## config.mk

```make
export PLATFORM = sky130hd
export DESIGN_NAME = pipelineCore
export DESIGN_NICKNAME = d
export VERILOG_FILES = /design/src/rtl/cpuPkg.sv /design/src/rtl/pipelineCore.sv /design/src/rtl/memoryStage.sv /design/src/rtl/executeStage.sv /design/src/rtl/decodeStage.sv /design/src/rtl/registerFile.sv /design/src/rtl/fetchStage.sv
export VERILOG_INCLUDE_DIRS = /design/src /design/src/rtl
export SDC_FILE = /design/constraint.sdc
export NUM_CORES = 2
export LEC_CHECK = 0
export BUFFER_PORTS_ARGS = -buffer_cell sky130_fd_sc_hd__buf_2
export CAP_MARGIN = 10
export CORE_ASPECT_RATIO = 1.1
export CORE_MARGIN = 2
export CORE_UTILIZATION = 57
export DETAILED_ROUTE_END_ITERATION = 10
export GPL_TIMING_DRIVEN = 0
export PLACE_DENSITY = 0.7
export SLEW_MARGIN = 0
export SYNTH_ARGS = -nofsm -noshare
export SYNTH_HDL_FRONTEND = slang
export SYNTH_SLANG_ARGS = --single-unit
```

## constraint.sdc

```tcl
create_clock -name CLK -period 6.5 [get_ports CLK]
set_clock_uncertainty 0.2 [all_clocks]
set_input_delay 0.65 -clock CLK [delete_from_list [all_inputs] [get_ports CLK]]
set_output_delay 0.65 -clock CLK [all_outputs]
set_load 0.02 [all_outputs]
```

## src/rtl/coreSettings.svh

```systemverilog
`ifndef CORE_SETTINGS_SVH
`define CORE_SETTINGS_SVH

// datapath and address width
`define WORD_W 32
// register index width, 32 registers
`define REG_IDX_W 5
// first fetch address out of reset
`define RESET_PC 32'h0000_0000
// data memory depth in words
`define DMEM_WORDS 64

`endif
```

## src/rtl/cpuPkg.sv

```systemverilog
`include "coreSettings.svh"

package cpuPkg;

  typedef logic [`WORD_W-1:0] word_t;
  typedef logic [`REG_IDX_W-1:0] regIdx_t;

  // primary opcodes, MIPS encodings except HALT
  typedef enum logic [5:0] {
    RTYPE = 6'h00,
    BEQ   = 6'h04,
    BNE   = 6'h05,
    ADDIU = 6'h09,
    ORI   = 6'h0d,
    LUI   = 6'h0f,
    LW    = 6'h23,
    SW    = 6'h2b,
    HALT  = 6'h3f
  } opcode_t;

  // R-type function field
  typedef enum logic [5:0] {
    ADDU = 6'h21,
    SUBU = 6'h23,
    AND  = 6'h24,
    OR   = 6'h25,
    SLT  = 6'h2a
  } funct_t;

  typedef enum logic [2:0] {
    ALU_ADD,
    ALU_SUB,
    ALU_AND,
    ALU_OR,
    ALU_SLT,
    // passes operand B, which holds the shifted LUI immediate
    ALU_LUI
  } aluOp_t;

  typedef enum logic {
    WB_ALU,
    WB_MEM
  } wbSel_t;

  typedef struct packed {
    opcode_t     opcode;
    regIdx_t     rs;
    regIdx_t     rt;
    regIdx_t     rd;
    logic [4:0]  shamt;
    funct_t      funct;
  } rType_t;

  typedef struct packed {
    opcode_t     opcode;
    regIdx_t     rs;
    regIdx_t     rt;
    logic [15:0] imm;
  } iType_t;

  // one instruction word, two field layouts
  typedef union packed {
    rType_t r;
    iType_t i;
  } instr_u;

endpackage

```

## src/rtl/pipelineCore.sv

```systemverilog
`timescale 1ns/1ps

module pipelineCore (
  input  logic          CLK,
  input  logic          nRST,
  output cpuPkg::word_t imemAddr,
  input  cpuPkg::word_t imemData,
  output cpuPkg::word_t dmemAddr,
  output logic          dmemRead,
  output logic          dmemWrite,
  output cpuPkg::word_t dmemStore,
  input  cpuPkg::word_t dmemLoad,
  output logic          halted
);
  import cpuPkg::*;

  // fetch/decode
  word_t   instrD, pcPlus4D;
  logic    validD, stall;
  logic    redirect;
  word_t   redirectPc;
  // register file
  regIdx_t readIdxA, readIdxB;
  word_t   readDataA, readDataB;
  // decode/execute
  aluOp_t  aluOpE;
  logic    useImmE, signExtE, isLuiE;
  logic    regWriteE, memReadE, memWriteE;
  logic    isBranchE, branchOnNeE, haltE;
  word_t   operandAE, operandBE, pcPlus4E;
  logic [15:0] immE;
  regIdx_t rsE, rtE, destE;
  // execute/memory
  word_t   aluResultM, storeDataM;
  regIdx_t destM;
  logic    regWriteM, memReadM, memWriteM, haltM;
  // write-back
  word_t   wbData;
  regIdx_t wbDest;
  logic    wbWrite;

  fetchStage fetch_i (
    .CLK(CLK), .nRST(nRST), .stall(stall), .redirect(redirect),
    .redirectPc(redirectPc), .imemAddr(imemAddr), .imemData(imemData),
    .instrD(instrD), .pcPlus4D(pcPlus4D), .validD(validD)
  );

  registerFile regFile_i (
    .CLK(CLK), .nRST(nRST), .readIdxA(readIdxA), .readIdxB(readIdxB),
    .readDataA(readDataA), .readDataB(readDataB), .writeEn(wbWrite),
    .writeIdx(wbDest), .writeData(wbData)
  );

  decodeStage decode_i (
    .CLK(CLK), .nRST(nRST), .instrD(instrD), .pcPlus4D(pcPlus4D), .validD(validD),
    .redirect(redirect), .readIdxA(readIdxA), .readIdxB(readIdxB),
    .readDataA(readDataA), .readDataB(readDataB), .stall(stall),
    .aluOpE(aluOpE), .useImmE(useImmE), .signExtE(signExtE), .isLuiE(isLuiE),
    .regWriteE(regWriteE), .memReadE(memReadE), .memWriteE(memWriteE),
    .isBranchE(isBranchE), .branchOnNeE(branchOnNeE), .haltE(haltE),
    .operandAE(operandAE), .operandBE(operandBE), .immE(immE),
    .rsE(rsE), .rtE(rtE), .destE(destE), .pcPlus4E(pcPlus4E)
  );

  executeStage execute_i (
    .CLK(CLK), .nRST(nRST), .aluOpE(aluOpE), .useImmE(useImmE),
    .signExtE(signExtE), .isLuiE(isLuiE), .regWriteE(regWriteE),
    .memReadE(memReadE), .memWriteE(memWriteE), .isBranchE(isBranchE),
    .branchOnNeE(branchOnNeE), .haltE(haltE), .operandAE(operandAE),
    .operandBE(operandBE), .immE(immE), .rsE(rsE), .rtE(rtE), .destE(destE),
    .pcPlus4E(pcPlus4E), .wbData(wbData), .wbDest(wbDest), .wbWrite(wbWrite),
    .aluResultM(aluResultM), .storeDataM(storeDataM), .destM(destM),
    .regWriteM(regWriteM), .memReadM(memReadM), .memWriteM(memWriteM),
    .haltM(haltM), .redirect(redirect), .redirectPc(redirectPc)
  );

  memoryStage memory_i (
    .CLK(CLK), .nRST(nRST), .aluResultM(aluResultM), .storeDataM(storeDataM),
    .destM(destM), .regWriteM(regWriteM), .memReadM(memReadM),
    .memWriteM(memWriteM), .haltM(haltM), .dmemAddr(dmemAddr),
    .dmemRead(dmemRead), .dmemWrite(dmemWrite), .dmemStore(dmemStore),
    .dmemLoad(dmemLoad), .wbData(wbData), .wbDest(wbDest), .wbWrite(wbWrite),
    .halted(halted)
  );

endmodule

```

## src/rtl/memoryStage.sv

```systemverilog
`timescale 1ns/1ps

module memoryStage (
  input  logic            CLK,
  input  logic            nRST,
  input  cpuPkg::word_t   aluResultM,
  input  cpuPkg::word_t   storeDataM,
  input  cpuPkg::regIdx_t destM,
  input  logic            regWriteM,
  input  logic            memReadM,
  input  logic            memWriteM,
  input  logic            haltM,
  output cpuPkg::word_t   dmemAddr,
  output logic            dmemRead,
  output logic            dmemWrite,
  output cpuPkg::word_t   dmemStore,
  input  cpuPkg::word_t   dmemLoad,
  output cpuPkg::word_t   wbData,
  output cpuPkg::regIdx_t wbDest,
  output logic            wbWrite,
  output logic            halted
);
  import cpuPkg::*;

  word_t  resultW;
  word_t  loadW;
  wbSel_t wbSelW;
  logic   haltW;

  // memory answers within the cycle
  assign dmemAddr = aluResultM;
  assign dmemRead = memReadM;
  assign dmemWrite = memWriteM;
  assign dmemStore = storeDataM;

  always_ff @(posedge CLK, negedge nRST) begin
    if (!nRST) begin
      resultW <= '0;
      loadW <= '0;
      wbSelW <= WB_ALU;
      wbDest <= '0;
      wbWrite <= 1'b0;
      haltW <= 1'b0;
    end else begin
      resultW <= aluResultM;
      loadW <= dmemLoad;
      wbSelW <= memReadM ? WB_MEM : WB_ALU;
      wbDest <= destM;
      wbWrite <= regWriteM;
      haltW <= haltM;
    end
  end

  assign wbData = (wbSelW == WB_MEM) ? loadW : resultW;

  // sticky once HALT has retired
  always_ff @(posedge CLK, negedge nRST) begin
    if (!nRST) begin
      halted <= 1'b0;
    end else if (haltW) begin
      halted <= 1'b1;
    end
  end

endmodule

```

## src/rtl/executeStage.sv

```systemverilog
`timescale 1ns/1ps
`include "coreSettings.svh"

module executeStage (
  input  logic            CLK,
  input  logic            nRST,
  input  cpuPkg::aluOp_t  aluOpE,
  input  logic            useImmE,
  input  logic            signExtE,
  input  logic            isLuiE,
  input  logic            regWriteE,
  input  logic            memReadE,
  input  logic            memWriteE,
  input  logic            isBranchE,
  input  logic            branchOnNeE,
  input  logic            haltE,
  input  cpuPkg::word_t   operandAE,
  input  cpuPkg::word_t   operandBE,
  input  logic [15:0]     immE,
  input  cpuPkg::regIdx_t rsE,
  input  cpuPkg::regIdx_t rtE,
  input  cpuPkg::regIdx_t destE,
  input  cpuPkg::word_t   pcPlus4E,
  input  cpuPkg::word_t   wbData,
  input  cpuPkg::regIdx_t wbDest,
  input  logic            wbWrite,
  output cpuPkg::word_t   aluResultM,
  output cpuPkg::word_t   storeDataM,
  output cpuPkg::regIdx_t destM,
  output logic            regWriteM,
  output logic            memReadM,
  output logic            memWriteM,
  output logic            haltM,
  output logic            redirect,
  output cpuPkg::word_t   redirectPc
);
  import cpuPkg::*;

  word_t fwdA;
  word_t fwdB;
  word_t immExt;
  word_t srcB;
  word_t aluResult;
  logic  operandsEqual;

  // memory stage first, then write-back, then the register value
  function automatic word_t forward(input regIdx_t idx, input word_t regValue);
    if (regWriteM && !memReadM && destM != '0 && destM == idx) begin
      return aluResultM;
    end
    if (wbWrite && wbDest != '0 && wbDest == idx) begin
      return wbData;
    end
    return regValue;
  endfunction

  always_comb begin
    fwdA = forward(rsE, operandAE);
    fwdB = forward(rtE, operandBE);
  end

  always_comb begin
    if (isLuiE) begin
      immExt = {immE, 16'h0000};
    end else if (signExtE) begin
      immExt = {{(`WORD_W-16){immE[15]}}, immE};
    end else begin
      immExt = {{(`WORD_W-16){1'b0}}, immE};
    end
  end

  assign srcB = useImmE ? immExt : fwdB;

  always_comb begin
    case (aluOpE)
      ALU_ADD: aluResult = fwdA + srcB;
      ALU_SUB: aluResult = fwdA - srcB;
      ALU_AND: aluResult = fwdA & srcB;
      ALU_OR: aluResult = fwdA | srcB;
      ALU_SLT: aluResult = word_t'($signed(fwdA) < $signed(srcB));
      default: aluResult = srcB;
    endcase
  end

  // branches compare the forwarded register pair
  assign operandsEqual = fwdA == fwdB;
  assign redirect = isBranchE && (branchOnNeE ? !operandsEqual : operandsEqual);
  assign redirectPc = pcPlus4E + {{(`WORD_W-18){immE[15]}}, immE, 2'b00};

  always_ff @(posedge CLK, negedge nRST) begin
    if (!nRST) begin
      aluResultM <= '0;
      storeDataM <= '0;
      destM <= '0;
      regWriteM <= 1'b0;
      memReadM <= 1'b0;
      memWriteM <= 1'b0;
      haltM <= 1'b0;
    end else begin
      aluResultM <= aluResult;
      storeDataM <= fwdB;
      destM <= destE;
      regWriteM <= regWriteE;
      memReadM <= memReadE;
      memWriteM <= memWriteE;
      haltM <= haltE;
    end
  end

endmodule

```

## src/rtl/decodeStage.sv

```systemverilog
`timescale 1ns/1ps

module decodeStage (
  input  logic            CLK,
  input  logic            nRST,
  input  cpuPkg::word_t   instrD,
  input  cpuPkg::word_t   pcPlus4D,
  input  logic            validD,
  input  logic            redirect,
  output cpuPkg::regIdx_t readIdxA,
  output cpuPkg::regIdx_t readIdxB,
  input  cpuPkg::word_t   readDataA,
  input  cpuPkg::word_t   readDataB,
  output logic            stall,
  output cpuPkg::aluOp_t  aluOpE,
  output logic            useImmE,
  output logic            signExtE,
  output logic            isLuiE,
  output logic            regWriteE,
  output logic            memReadE,
  output logic            memWriteE,
  output logic            isBranchE,
  output logic            branchOnNeE,
  output logic            haltE,
  output cpuPkg::word_t   operandAE,
  output cpuPkg::word_t   operandBE,
  output logic [15:0]     immE,
  output cpuPkg::regIdx_t rsE,
  output cpuPkg::regIdx_t rtE,
  output cpuPkg::regIdx_t destE,
  output cpuPkg::word_t   pcPlus4E
);
  import cpuPkg::*;

  instr_u  instr;
  aluOp_t  aluOp;
  regIdx_t dest;
  logic    useImm, signExt, isLui;
  logic    regWrite, memRead, memWrite;
  logic    isBranch, branchOnNe, isHalt;
  logic    usesRs, usesRt;
  logic    haltSeen;
  logic    live;
  logic    issue;

  assign instr = instr_u'(instrD);
  assign readIdxA = instr.r.rs;
  assign readIdxB = instr.i.rt;

  always_comb begin
    aluOp = ALU_ADD;
    dest = instr.i.rt;
    useImm = 1'b0;
    signExt = 1'b0;
    isLui = 1'b0;
    regWrite = 1'b0;
    memRead = 1'b0;
    memWrite = 1'b0;
    isBranch = 1'b0;
    branchOnNe = 1'b0;
    isHalt = 1'b0;
    usesRs = 1'b0;
    usesRt = 1'b0;
    case (instr.i.opcode)
      RTYPE: begin
        dest = instr.r.rd;
        usesRs = 1'b1;
        usesRt = 1'b1;
        regWrite = 1'b1;
        case (instr.r.funct)
          ADDU: aluOp = ALU_ADD;
          SUBU: aluOp = ALU_SUB;
          AND: aluOp = ALU_AND;
          OR: aluOp = ALU_OR;
          SLT: aluOp = ALU_SLT;
          // unknown funct retires as a no-op
          default: regWrite = 1'b0;
        endcase
      end
      ADDIU, LW, SW: begin
        useImm = 1'b1;
        signExt = 1'b1;
        usesRs = 1'b1;
        usesRt = instr.i.opcode == SW;
        regWrite = instr.i.opcode != SW;
        memRead = instr.i.opcode == LW;
        memWrite = instr.i.opcode == SW;
      end
      ORI: begin
        aluOp = ALU_OR;
        useImm = 1'b1;
        usesRs = 1'b1;
        regWrite = 1'b1;
      end
      LUI: begin
        aluOp = ALU_LUI;
        useImm = 1'b1;
        isLui = 1'b1;
        regWrite = 1'b1;
      end
      BEQ, BNE: begin
        signExt = 1'b1;
        isBranch = 1'b1;
        branchOnNe = instr.i.opcode == BNE;
        usesRs = 1'b1;
        usesRt = 1'b1;
      end
      HALT: isHalt = 1'b1;
      default: ;
    endcase
  end

  // nothing issues once a HALT has gone by
  assign live = validD && !haltSeen;

  // load in execute feeding an operand used here
  assign stall = live && memReadE && destE != '0 &&
                 ((usesRs && instr.r.rs == destE) || (usesRt && instr.i.rt == destE));

  assign issue = live && !stall && !redirect;

  always_ff @(posedge CLK, negedge nRST) begin
    if (!nRST) begin
      haltSeen <= 1'b0;
    end else if (issue && isHalt) begin
      haltSeen <= 1'b1;
    end
  end

  // decode/execute register, control cleared for bubbles
  always_ff @(posedge CLK, negedge nRST) begin
    if (!nRST) begin
      aluOpE <= ALU_ADD;
      useImmE <= 1'b0;
      signExtE <= 1'b0;
      isLuiE <= 1'b0;
      regWriteE <= 1'b0;
      memReadE <= 1'b0;
      memWriteE <= 1'b0;
      isBranchE <= 1'b0;
      branchOnNeE <= 1'b0;
      haltE <= 1'b0;
      operandAE <= '0;
      operandBE <= '0;
      immE <= '0;
      rsE <= '0;
      rtE <= '0;
      destE <= '0;
      pcPlus4E <= '0;
    end else begin
      aluOpE <= aluOp;
      useImmE <= useImm;
      signExtE <= signExt;
      isLuiE <= isLui;
      regWriteE <= issue && regWrite;
      memReadE <= issue && memRead;
      memWriteE <= issue && memWrite;
      isBranchE <= issue && isBranch;
      branchOnNeE <= branchOnNe;
      haltE <= issue && isHalt;
      operandAE <= readDataA;
      operandBE <= readDataB;
      immE <= instr.i.imm;
      rsE <= instr.r.rs;
      rtE <= instr.i.rt;
      destE <= dest;
      pcPlus4E <= pcPlus4D;
    end
  end

endmodule

```

## src/rtl/registerFile.sv

```systemverilog
`timescale 1ns/1ps

module registerFile (
  input  logic            CLK,
  input  logic            nRST,
  input  cpuPkg::regIdx_t readIdxA,
  input  cpuPkg::regIdx_t readIdxB,
  output cpuPkg::word_t   readDataA,
  output cpuPkg::word_t   readDataB,
  input  logic            writeEn,
  input  cpuPkg::regIdx_t writeIdx,
  input  cpuPkg::word_t   writeData
);
  import cpuPkg::*;

  localparam int regCount = 2 ** $bits(regIdx_t);

  // entry zero is never written
  word_t regs [regCount];

  function automatic word_t readPort(input regIdx_t idx);
    if (idx == '0) begin
      return '0;
    end
    // write-back in flight this cycle
    if (writeEn && writeIdx == idx) begin
      return writeData;
    end
    return regs[idx];
  endfunction

  always_comb begin
    readDataA = readPort(readIdxA);
    readDataB = readPort(readIdxB);
  end

  always_ff @(posedge CLK, negedge nRST) begin
    if (!nRST) begin
      for (int i = 0; i < regCount; i++) begin
        regs[i] <= '0;
      end
    end else if (writeEn && writeIdx != '0) begin
      regs[writeIdx] <= writeData;
    end
  end

endmodule

```

## src/rtl/fetchStage.sv

```systemverilog
`timescale 1ns/1ps
`include "coreSettings.svh"

module fetchStage (
  input  logic          CLK,
  input  logic          nRST,
  input  logic          stall,
  input  logic          redirect,
  input  cpuPkg::word_t redirectPc,
  output cpuPkg::word_t imemAddr,
  input  cpuPkg::word_t imemData,
  output cpuPkg::word_t instrD,
  output cpuPkg::word_t pcPlus4D,
  output logic          validD
);
  import cpuPkg::*;

  word_t pc;
  word_t pcPlus4;

  assign imemAddr = pc;
  assign pcPlus4 = pc + word_t'(4);

  // redirect wins over a load-use hold
  always_ff @(posedge CLK, negedge nRST) begin
    if (!nRST) begin
      pc <= `RESET_PC;
    end else if (redirect) begin
      pc <= redirectPc;
    end else if (!stall) begin
      pc <= pcPlus4;
    end
  end

  // fetch/decode register
  always_ff @(posedge CLK, negedge nRST) begin
    if (!nRST) begin
      instrD <= '0;
      pcPlus4D <= '0;
      validD <= 1'b0;
    end else if (redirect) begin
      // wrong-path word becomes a bubble
      validD <= 1'b0;
    end else if (!stall) begin
      instrD <= imemData;
      pcPlus4D <= pcPlus4;
      validD <= 1'b1;
    end
  end

endmodule

```

Word level (Yosys, flattened, before mapping) --
Cells that the tools add are included.
Operators by class: multiplexer cells 63, bitwise operators 7, add/subtract/negate cells 4, reductions and logical operators 46, $lt $le $gt $ge 5, equal/unequal tests 28
Operator list (number):
- bitwise mux 1024 bit | 1
- two-way mux 32 bit | 27
- binary-select mux 32 bit (select 5 bit) | 2
- demux 32 bit (select 5 bit) | 1
- one-hot mux 32 bit (5 select lines) | 1
- adder 32 bit | 2
- equality test 6 bit (second input constant) | 8
- equality test 5 bit | 8
- adder 32 x 3 -> 32 bit (second input constant) | 1
- AND 32 bit | 1
- equality test 32 bit | 1
- < comparator 32 bit | 1
- OR 32 bit | 1
- subtractor 32 bit | 1
- two-way mux 1 bit | 26
- logical AND 1 bit | 24
- equality test 6 x 4 -> 1 bit (second input constant) | 3
- greater-or-equal comparator 6 bit (second input constant) | 3
- inverter 5 -> 6 bit | 3
- nonzero test 5 bit | 3
- OR reduction 5 bit | 3
- equality test 6 x 3 -> 1 bit (second input constant) | 2
- one-hot mux 3 bit (4 select lines) | 1
- zero test 5 bit | 2
- 19 further kinds | 27
Word-level totals: output and inout bits 99, logic and storage cells 221, register bits 1407

Depth between registers and ports, before layout --
depth in word-level cells 15, depth in mapped cells 22

By module --
A second synthesis with hierarchy kept.
Second synthesis, totals: cell total of the unflattened synthesis 6239, area total of the unflattened synthesis 77812.1 µm²
By module, submodules not included:
- registerFile | area an instance 55286.8 µm², times used 1, sequential area each 25624.6 µm², cells an instance 3870
- executeStage | area an instance 10824.1 µm², times used 1, sequential area each 1826.8 µm², cells an instance 1443
- fetchStage | area an instance 4682.0 µm², times used 1, sequential area each 2427.3 µm², cells an instance 523
- decodeStage | area an instance 4146.5 µm², times used 1, sequential area each 3503.4 µm², cells an instance 227
- memoryStage | area an instance 2872.8 µm², times used 1, sequential area each 1826.8 µm², cells an instance 176

Worst setup path before layout --
OpenSTA, ideal clock, no wires.
kind flip-flop to flip-flop, start register execute_i.destM[4], end register execute_i.aluResultM[26], setup slack 1.151 ns, cell stages (with the launch flop) 22, buffers on the path 3, data arrival time 5.067 ns, path through dfrtp_1 -> xor2_1 -> nor3_1 -> and3_1 -> clkbuf_1 -> clkbuf_1 -> o31ai_2 -> a22oi_1 -> inv_1 -> ha_1 -> clkbuf_1 -> nor2b_1 -> o21ai_0 -> a21oi_1 -> o31ai_1 -> o211ai_1 -> a31o_2 -> a221oi_1 -> o41ai_2 -> o2bb2ai_1 -> or3_1 -> a31oi_1
On the way: longest elaborated chain between the ends 8, elaborated cells between the ends (all ways) 16
Ends and longest elaborated chain:
- from (decl) | RTL line executeStage.sv:29 | output cpuPkg::regIdx_t destM,
- from (signal assigned) | RTL line executeStage.sv:102 | destM <= destE;
- nonzero test 5 bit | RTL line executeStage.sv:48 | if (regWriteM && !memReadM && destM != '0 && destM == idx) begin
- logical AND 1 bit | RTL line executeStage.sv:48
- logical AND 1 bit (*) | RTL line executeStage.sv:48
- two-way mux 1 bit (*) | RTL line executeStage.sv:48
- two-way mux 32 bit (*) | RTL line executeStage.sv:51 | if (wbWrite && wbDest != '0 && wbDest == idx) begin
- via execute_i.fwdB[7] | RTL line executeStage.sv:40 | word_t fwdB;
- two-way mux 32 bit (*) | RTL line executeStage.sv:72 | assign srcB = useImmE ? immExt : fwdB;
- subtractor 32 bit or adder 32 bit (tied branches) | RTL line executeStage.sv:77, executeStage.sv:76
- one-hot mux 32 bit (5 select lines) (*) | RTL line executeStage.sv:75 | case (aluOpE)
- via execute_i.aluResult[26] | RTL line executeStage.sv:43 | word_t aluResult;
- to (signal assigned) | RTL line executeStage.sv:100 | aluResultM <= aluResult;
- to (decl) | RTL line executeStage.sv:27 | output cpuPkg::word_t aluResultM,
The timed path passes the listed nets; every way through them passes the cells marked *. A chain may end at the register's enable or synchronous reset.

Worst setup path in the final report --
start register fetch_i.instrD[22], end register decode_i.operandAE[16]
On the way: longest elaborated chain between the ends 6, elaborated cells between the ends (all ways) 13
Ends and longest elaborated chain:
- from (decl) | RTL line fetchStage.sv:12 | output cpuPkg::word_t instrD,
- from (signal assigned) | RTL line fetchStage.sv:45 | instrD <= imemData;
- inverter 5 -> 6 bit (implied by the code) or equality test 5 bit (tied branches) | RTL line registerFile.sv:29, registerFile.sv:26
- binary-select mux 32 bit (select 5 bit) or logical AND 1 bit (tied branches) | RTL line registerFile.sv:29, registerFile.sv:26
- two-way mux 32 bit (implied by the code) or two-way mux 1 bit (tied branches) (2 in series) | RTL line registerFile.sv:29, registerFile.sv:26
- two-way mux 32 bit | RTL line registerFile.sv:29 | return regs[idx];
- two-way mux 32 bit (*) | RTL line registerFile.sv:26 | if (writeEn && writeIdx == idx) begin
- via decode_i.readDataA[16] | RTL line decodeStage.sv:12 | input cpuPkg::word_t readDataA,
- to (signal assigned) | RTL line decodeStage.sv:161 | operandAE <= readDataA;
- to (decl) | RTL line decodeStage.sv:25 | output cpuPkg::word_t operandAE,
The timed path passes the listed nets; every way through them passes the cells marked *. The select of a mux whose other input is x is not followed.

==> flow_metrics.env <==
export IMPL_clk_latency_ps=840
export IMPL_grt_overflow_total=0
export IMPL_status="finished with violations"
export IMPL_io_buffer_count=164
export IMPL_netlist_area_um2=74200
export IMPL_num_vias=63800
export IMPL_synth_ff_type="dfrtp_1"
export IMPL_cts_made_buffers=148
export IMPL_fin_total_pwr_mw=24.7
export IMPL_grt_pass1_wl_mm=451
export IMPL_place_area_um2=78200
export IMPL_synthArstFlopShare_pct=100
export IMPL_maxCapViolations=2
export IMPL_syn_num_nets=6858
export IMPL_yosys_warnings=0
export IMPL_synth_seq_cells=1407
export IMPL_worstSetupStartpointType="flop"
export IMPL_initialDrtViolationCount=9576
export IMPL_crit_type="reg2reg"
export IMPL_ys_types=76
export IMPL_vias_per_cell=7.14
export IMPL_place_congestion=1.06
export IMPL_antenna_found_initial=24
export IMPL_grt_pass1_vias=62900
export IMPL_slew_headroom_pct=-4.79
export IMPL_fin_area_um2=84600
export IMPL_drt_first_pass_iters=6
export IMPL_synth_largest_area_cell="dfrtp_1"
export IMPL_clkTransAtPathRegs_ps=60
export IMPL_ys_top_cells_by_area="dfrtp_1 47%, mux4_2 19%, a21oi_1 5.5%"
export IMPL_rows=138
export IMPL_synth_edf_count=0
export IMPL_ys_seq_area_share_pct=47.4
export IMPL_h_tree_depth=4
export IMPL_post_route_util_pct=65.6
export IMPL_slew_viol_final=22
export IMPL_hpwl_mm=235
export IMPL_setup_slack_ps=-404
export IMPL_syn_to_final_growth_pct=14.0
export IMPL_min_period_over_period_pct=106
export IMPL_fin_nets=7311
export IMPL_io_pins=165
export IMPL_rsz0062_at_grt="true"
export IMPL_worstPathMaxFanout=10
export IMPL_nFillCells=9931
export IMPL_rr_worst_depth=9
export IMPL_cts_tree="done"
export IMPL_die_h_um=382
export IMPL_root_buffer="clkbuf_16"
export IMPL_preCtsSetupSlack_ps=-1290
export IMPL_syn_avg_cell_area_um2=11.1
export IMPL_p_per_area_nw_per_um2=292
export IMPL_peakVddDrop_mv=0.315
export IMPL_syn_inst=6665
export IMPL_tightest_slew_ps=1570
export IMPL_clockBufferDepth=3
export IMPL_drive_above_1_share_pct=18.6
export IMPL_drc=0
export IMPL_cts_sinks=1407
export IMPL_routed_wl_mm=318
export IMPL_ant_nets=0
export IMPL_finalCriticalPeriod_ps=6900
export IMPL_clock_fmax_mhz=145
export IMPL_required_ps=6930
export IMPL_grt_max_degree=173
export IMPL_die_x_um=348
export IMPL_min_path_type="in2async"
export IMPL_synth_top_cell_area_share_pct=47.4
export IMPL_endpoint_kind="flop"
export IMPL_hold_violations=0
export IMPL_core_um2=129000
export IMPL_initial_utilization_pct=57.5
export IMPL_grt_usage_pct=48.4
export IMPL_crit_arrival_ps=7340
export IMPL_fin_tns_setup_ps=-1350
export IMPL_die_area_um2=133000
export IMPL_wl_per_cell_um=35.7
export IMPL_violations="capacitance limit, slew limit, setup timing"
export IMPL_setup_viol=5
export IMPL_p_leak_nw=36.6
[synthesized netlist by cell type (8+ instances only)]
library cell / instances
ha_1: 125
buf_1: 73
buf_2: 12
mux2_2: 69
mux4_2: 629
dfrtp_1: 1407
or3_1: 17
nand2_1: 493
o211ai_1: 17
nor2b_1: 91
a22oi_1: 21
and3_1: 84
clkbuf_1: 562
xor2_1: 64
nor3_1: 40
a31oi_1: 18
a21oi_1: 818
nand4_1: 77
o31ai_2: 30
mux2i_1: 59
or2_2: 8
a21o_1: 36
xnor2_1: 105
a21boi_0: 11
nor2_1: 775
nand2b_1: 19
o21bai_1: 18
o31ai_1: 52
o21ai_0: 473
nor4_1: 26
o21a_1: 11
nand3_1: 37
inv_1: 116
o22ai_1: 9
a211oi_1: 153
[cell families (layout without fill, tap and decap cells)]
kind of cell,count (synthesis),in the layout,synth area share (%)
compound gates,1731,1732,13.5
simple gates,1702,1702,10.0
flops,1407,1407,47.4
buf+inv,768,1336,3.93
mux,761,761,21.0
xor+xnor,169,169,1.99
fa+ha+maj,127,127,2.16
other cells,0,14,0
[where the power goes]
part	total, mW	internal [mW]	switching [mW]
sequential	10.2	9.50	0.722
combinational	5.37	1.90	3.47
clock	9.09	5.28	3.81
total	24.7	16.7	8.00
[placed cells by master, fill, tap and decap left out, types with 84 or more instances in the layout]
cell type  count
and3_1        84
nor2b_1       91
a21oi_1      815
a211oi_1     150
inv_1        116
mux4_2       629
xnor2_1      105
dfrtp_1     1407
nor2_1       774
buf_2        184
ha_1         124
clkbuf_1     556
nand2_1      493
o21ai_0      469
clkbuf_16    154
[state kept, by name, summed over array words and instances (netlist names), 16 cells and up]
register,cells
fetch_i.instrD,32
execute_i.aluResultM,32
memory_i.loadW,32
fetch_i.pcPlus4D,32
execute_i.storeDataM,32
decode_i.immE,16
memory_i.resultW,32
fetch_i.imemAddr,32
decode_i.operandAE,32
regFile_i.regs,1024
decode_i.pcPlus4E,32
decode_i.operandBE,32
[area by class of cell]
type,count,area (um^2),area share (%)
Tap cell,1680,2100,2.48
Buffer,644,2520,2.98
Sequential cell,1407,35200,41.6
Antenna cell,14,35.0,0.0414
Inverter,117,439,0.519
Clock buffer,215,4490,5.31
Clock inverter,51,644,0.762
Timing Repair Buffer,309,2650,3.13
Multi-Input combinational cell,4491,36500,43.2
[final timing paths]
check,slack (ps),endpoint,from
worst max-delay path,-400,decode_i.operandAE[16],fetch_i.instrD[22]
worst min-delay path,130,fetch_i.imemAddr[20],nRST
worst max register to register,-400,decode_i.operandAE[16],fetch_i.instrD[22]
worst min register to register,140,execute_i.haltM,decode_i.haltE
max in group asynchronous,2760,regFile_i.regs[699],nRST
min in group CLK,140,execute_i.haltM,decode_i.haltE
[repair_timing]
action | 4_1_cts | 5_1_grt
setup buffers | 4 | 6
gates resized for setup | 42 | 36
cloned | 0 | 1
endpoints found under the hold margin | 128 | 0
setup endpoints to repair | 34 | 33
pin swaps | 2 | 5
hold buffers | 65 | 0
[metal layers]
| layer | track usage, % | part of all wire [%] |
|---|---|---|
| met4 | 41.1 | 11 |
| met3 | 18.6 | 13 |
| met2 | 70.0 | 43 |
| met5 | 0.510 | 0.049 |
| met1 | 56.9 | 33 |
[metrics by stage]
| step | hold slack, ps | instances |
|---|---|---|
| final | 131 | 8928 |
| after global placement | 136 | 8509 |
| after detailed placement | 135 | 8565 |
| after CTS | 127 | 8899 |
| after floorplan | 131 | 6665 |
| after global routing | 155 | 8915 |
[worst max-delay path, stage by stage, from the launching register on]
cell             delay, ps
dfrtp_1                330
clkbuf_1               930
clkbuf_1               950
clkbuf_1               870
clkbuf_1               690
clkdlybuf4s15_2        740
mux2i_1                620
a21oi_1                150
a211oi_1              1000
a211oi_1               200
Note: power is estimated with default switching activity, not from simulation.
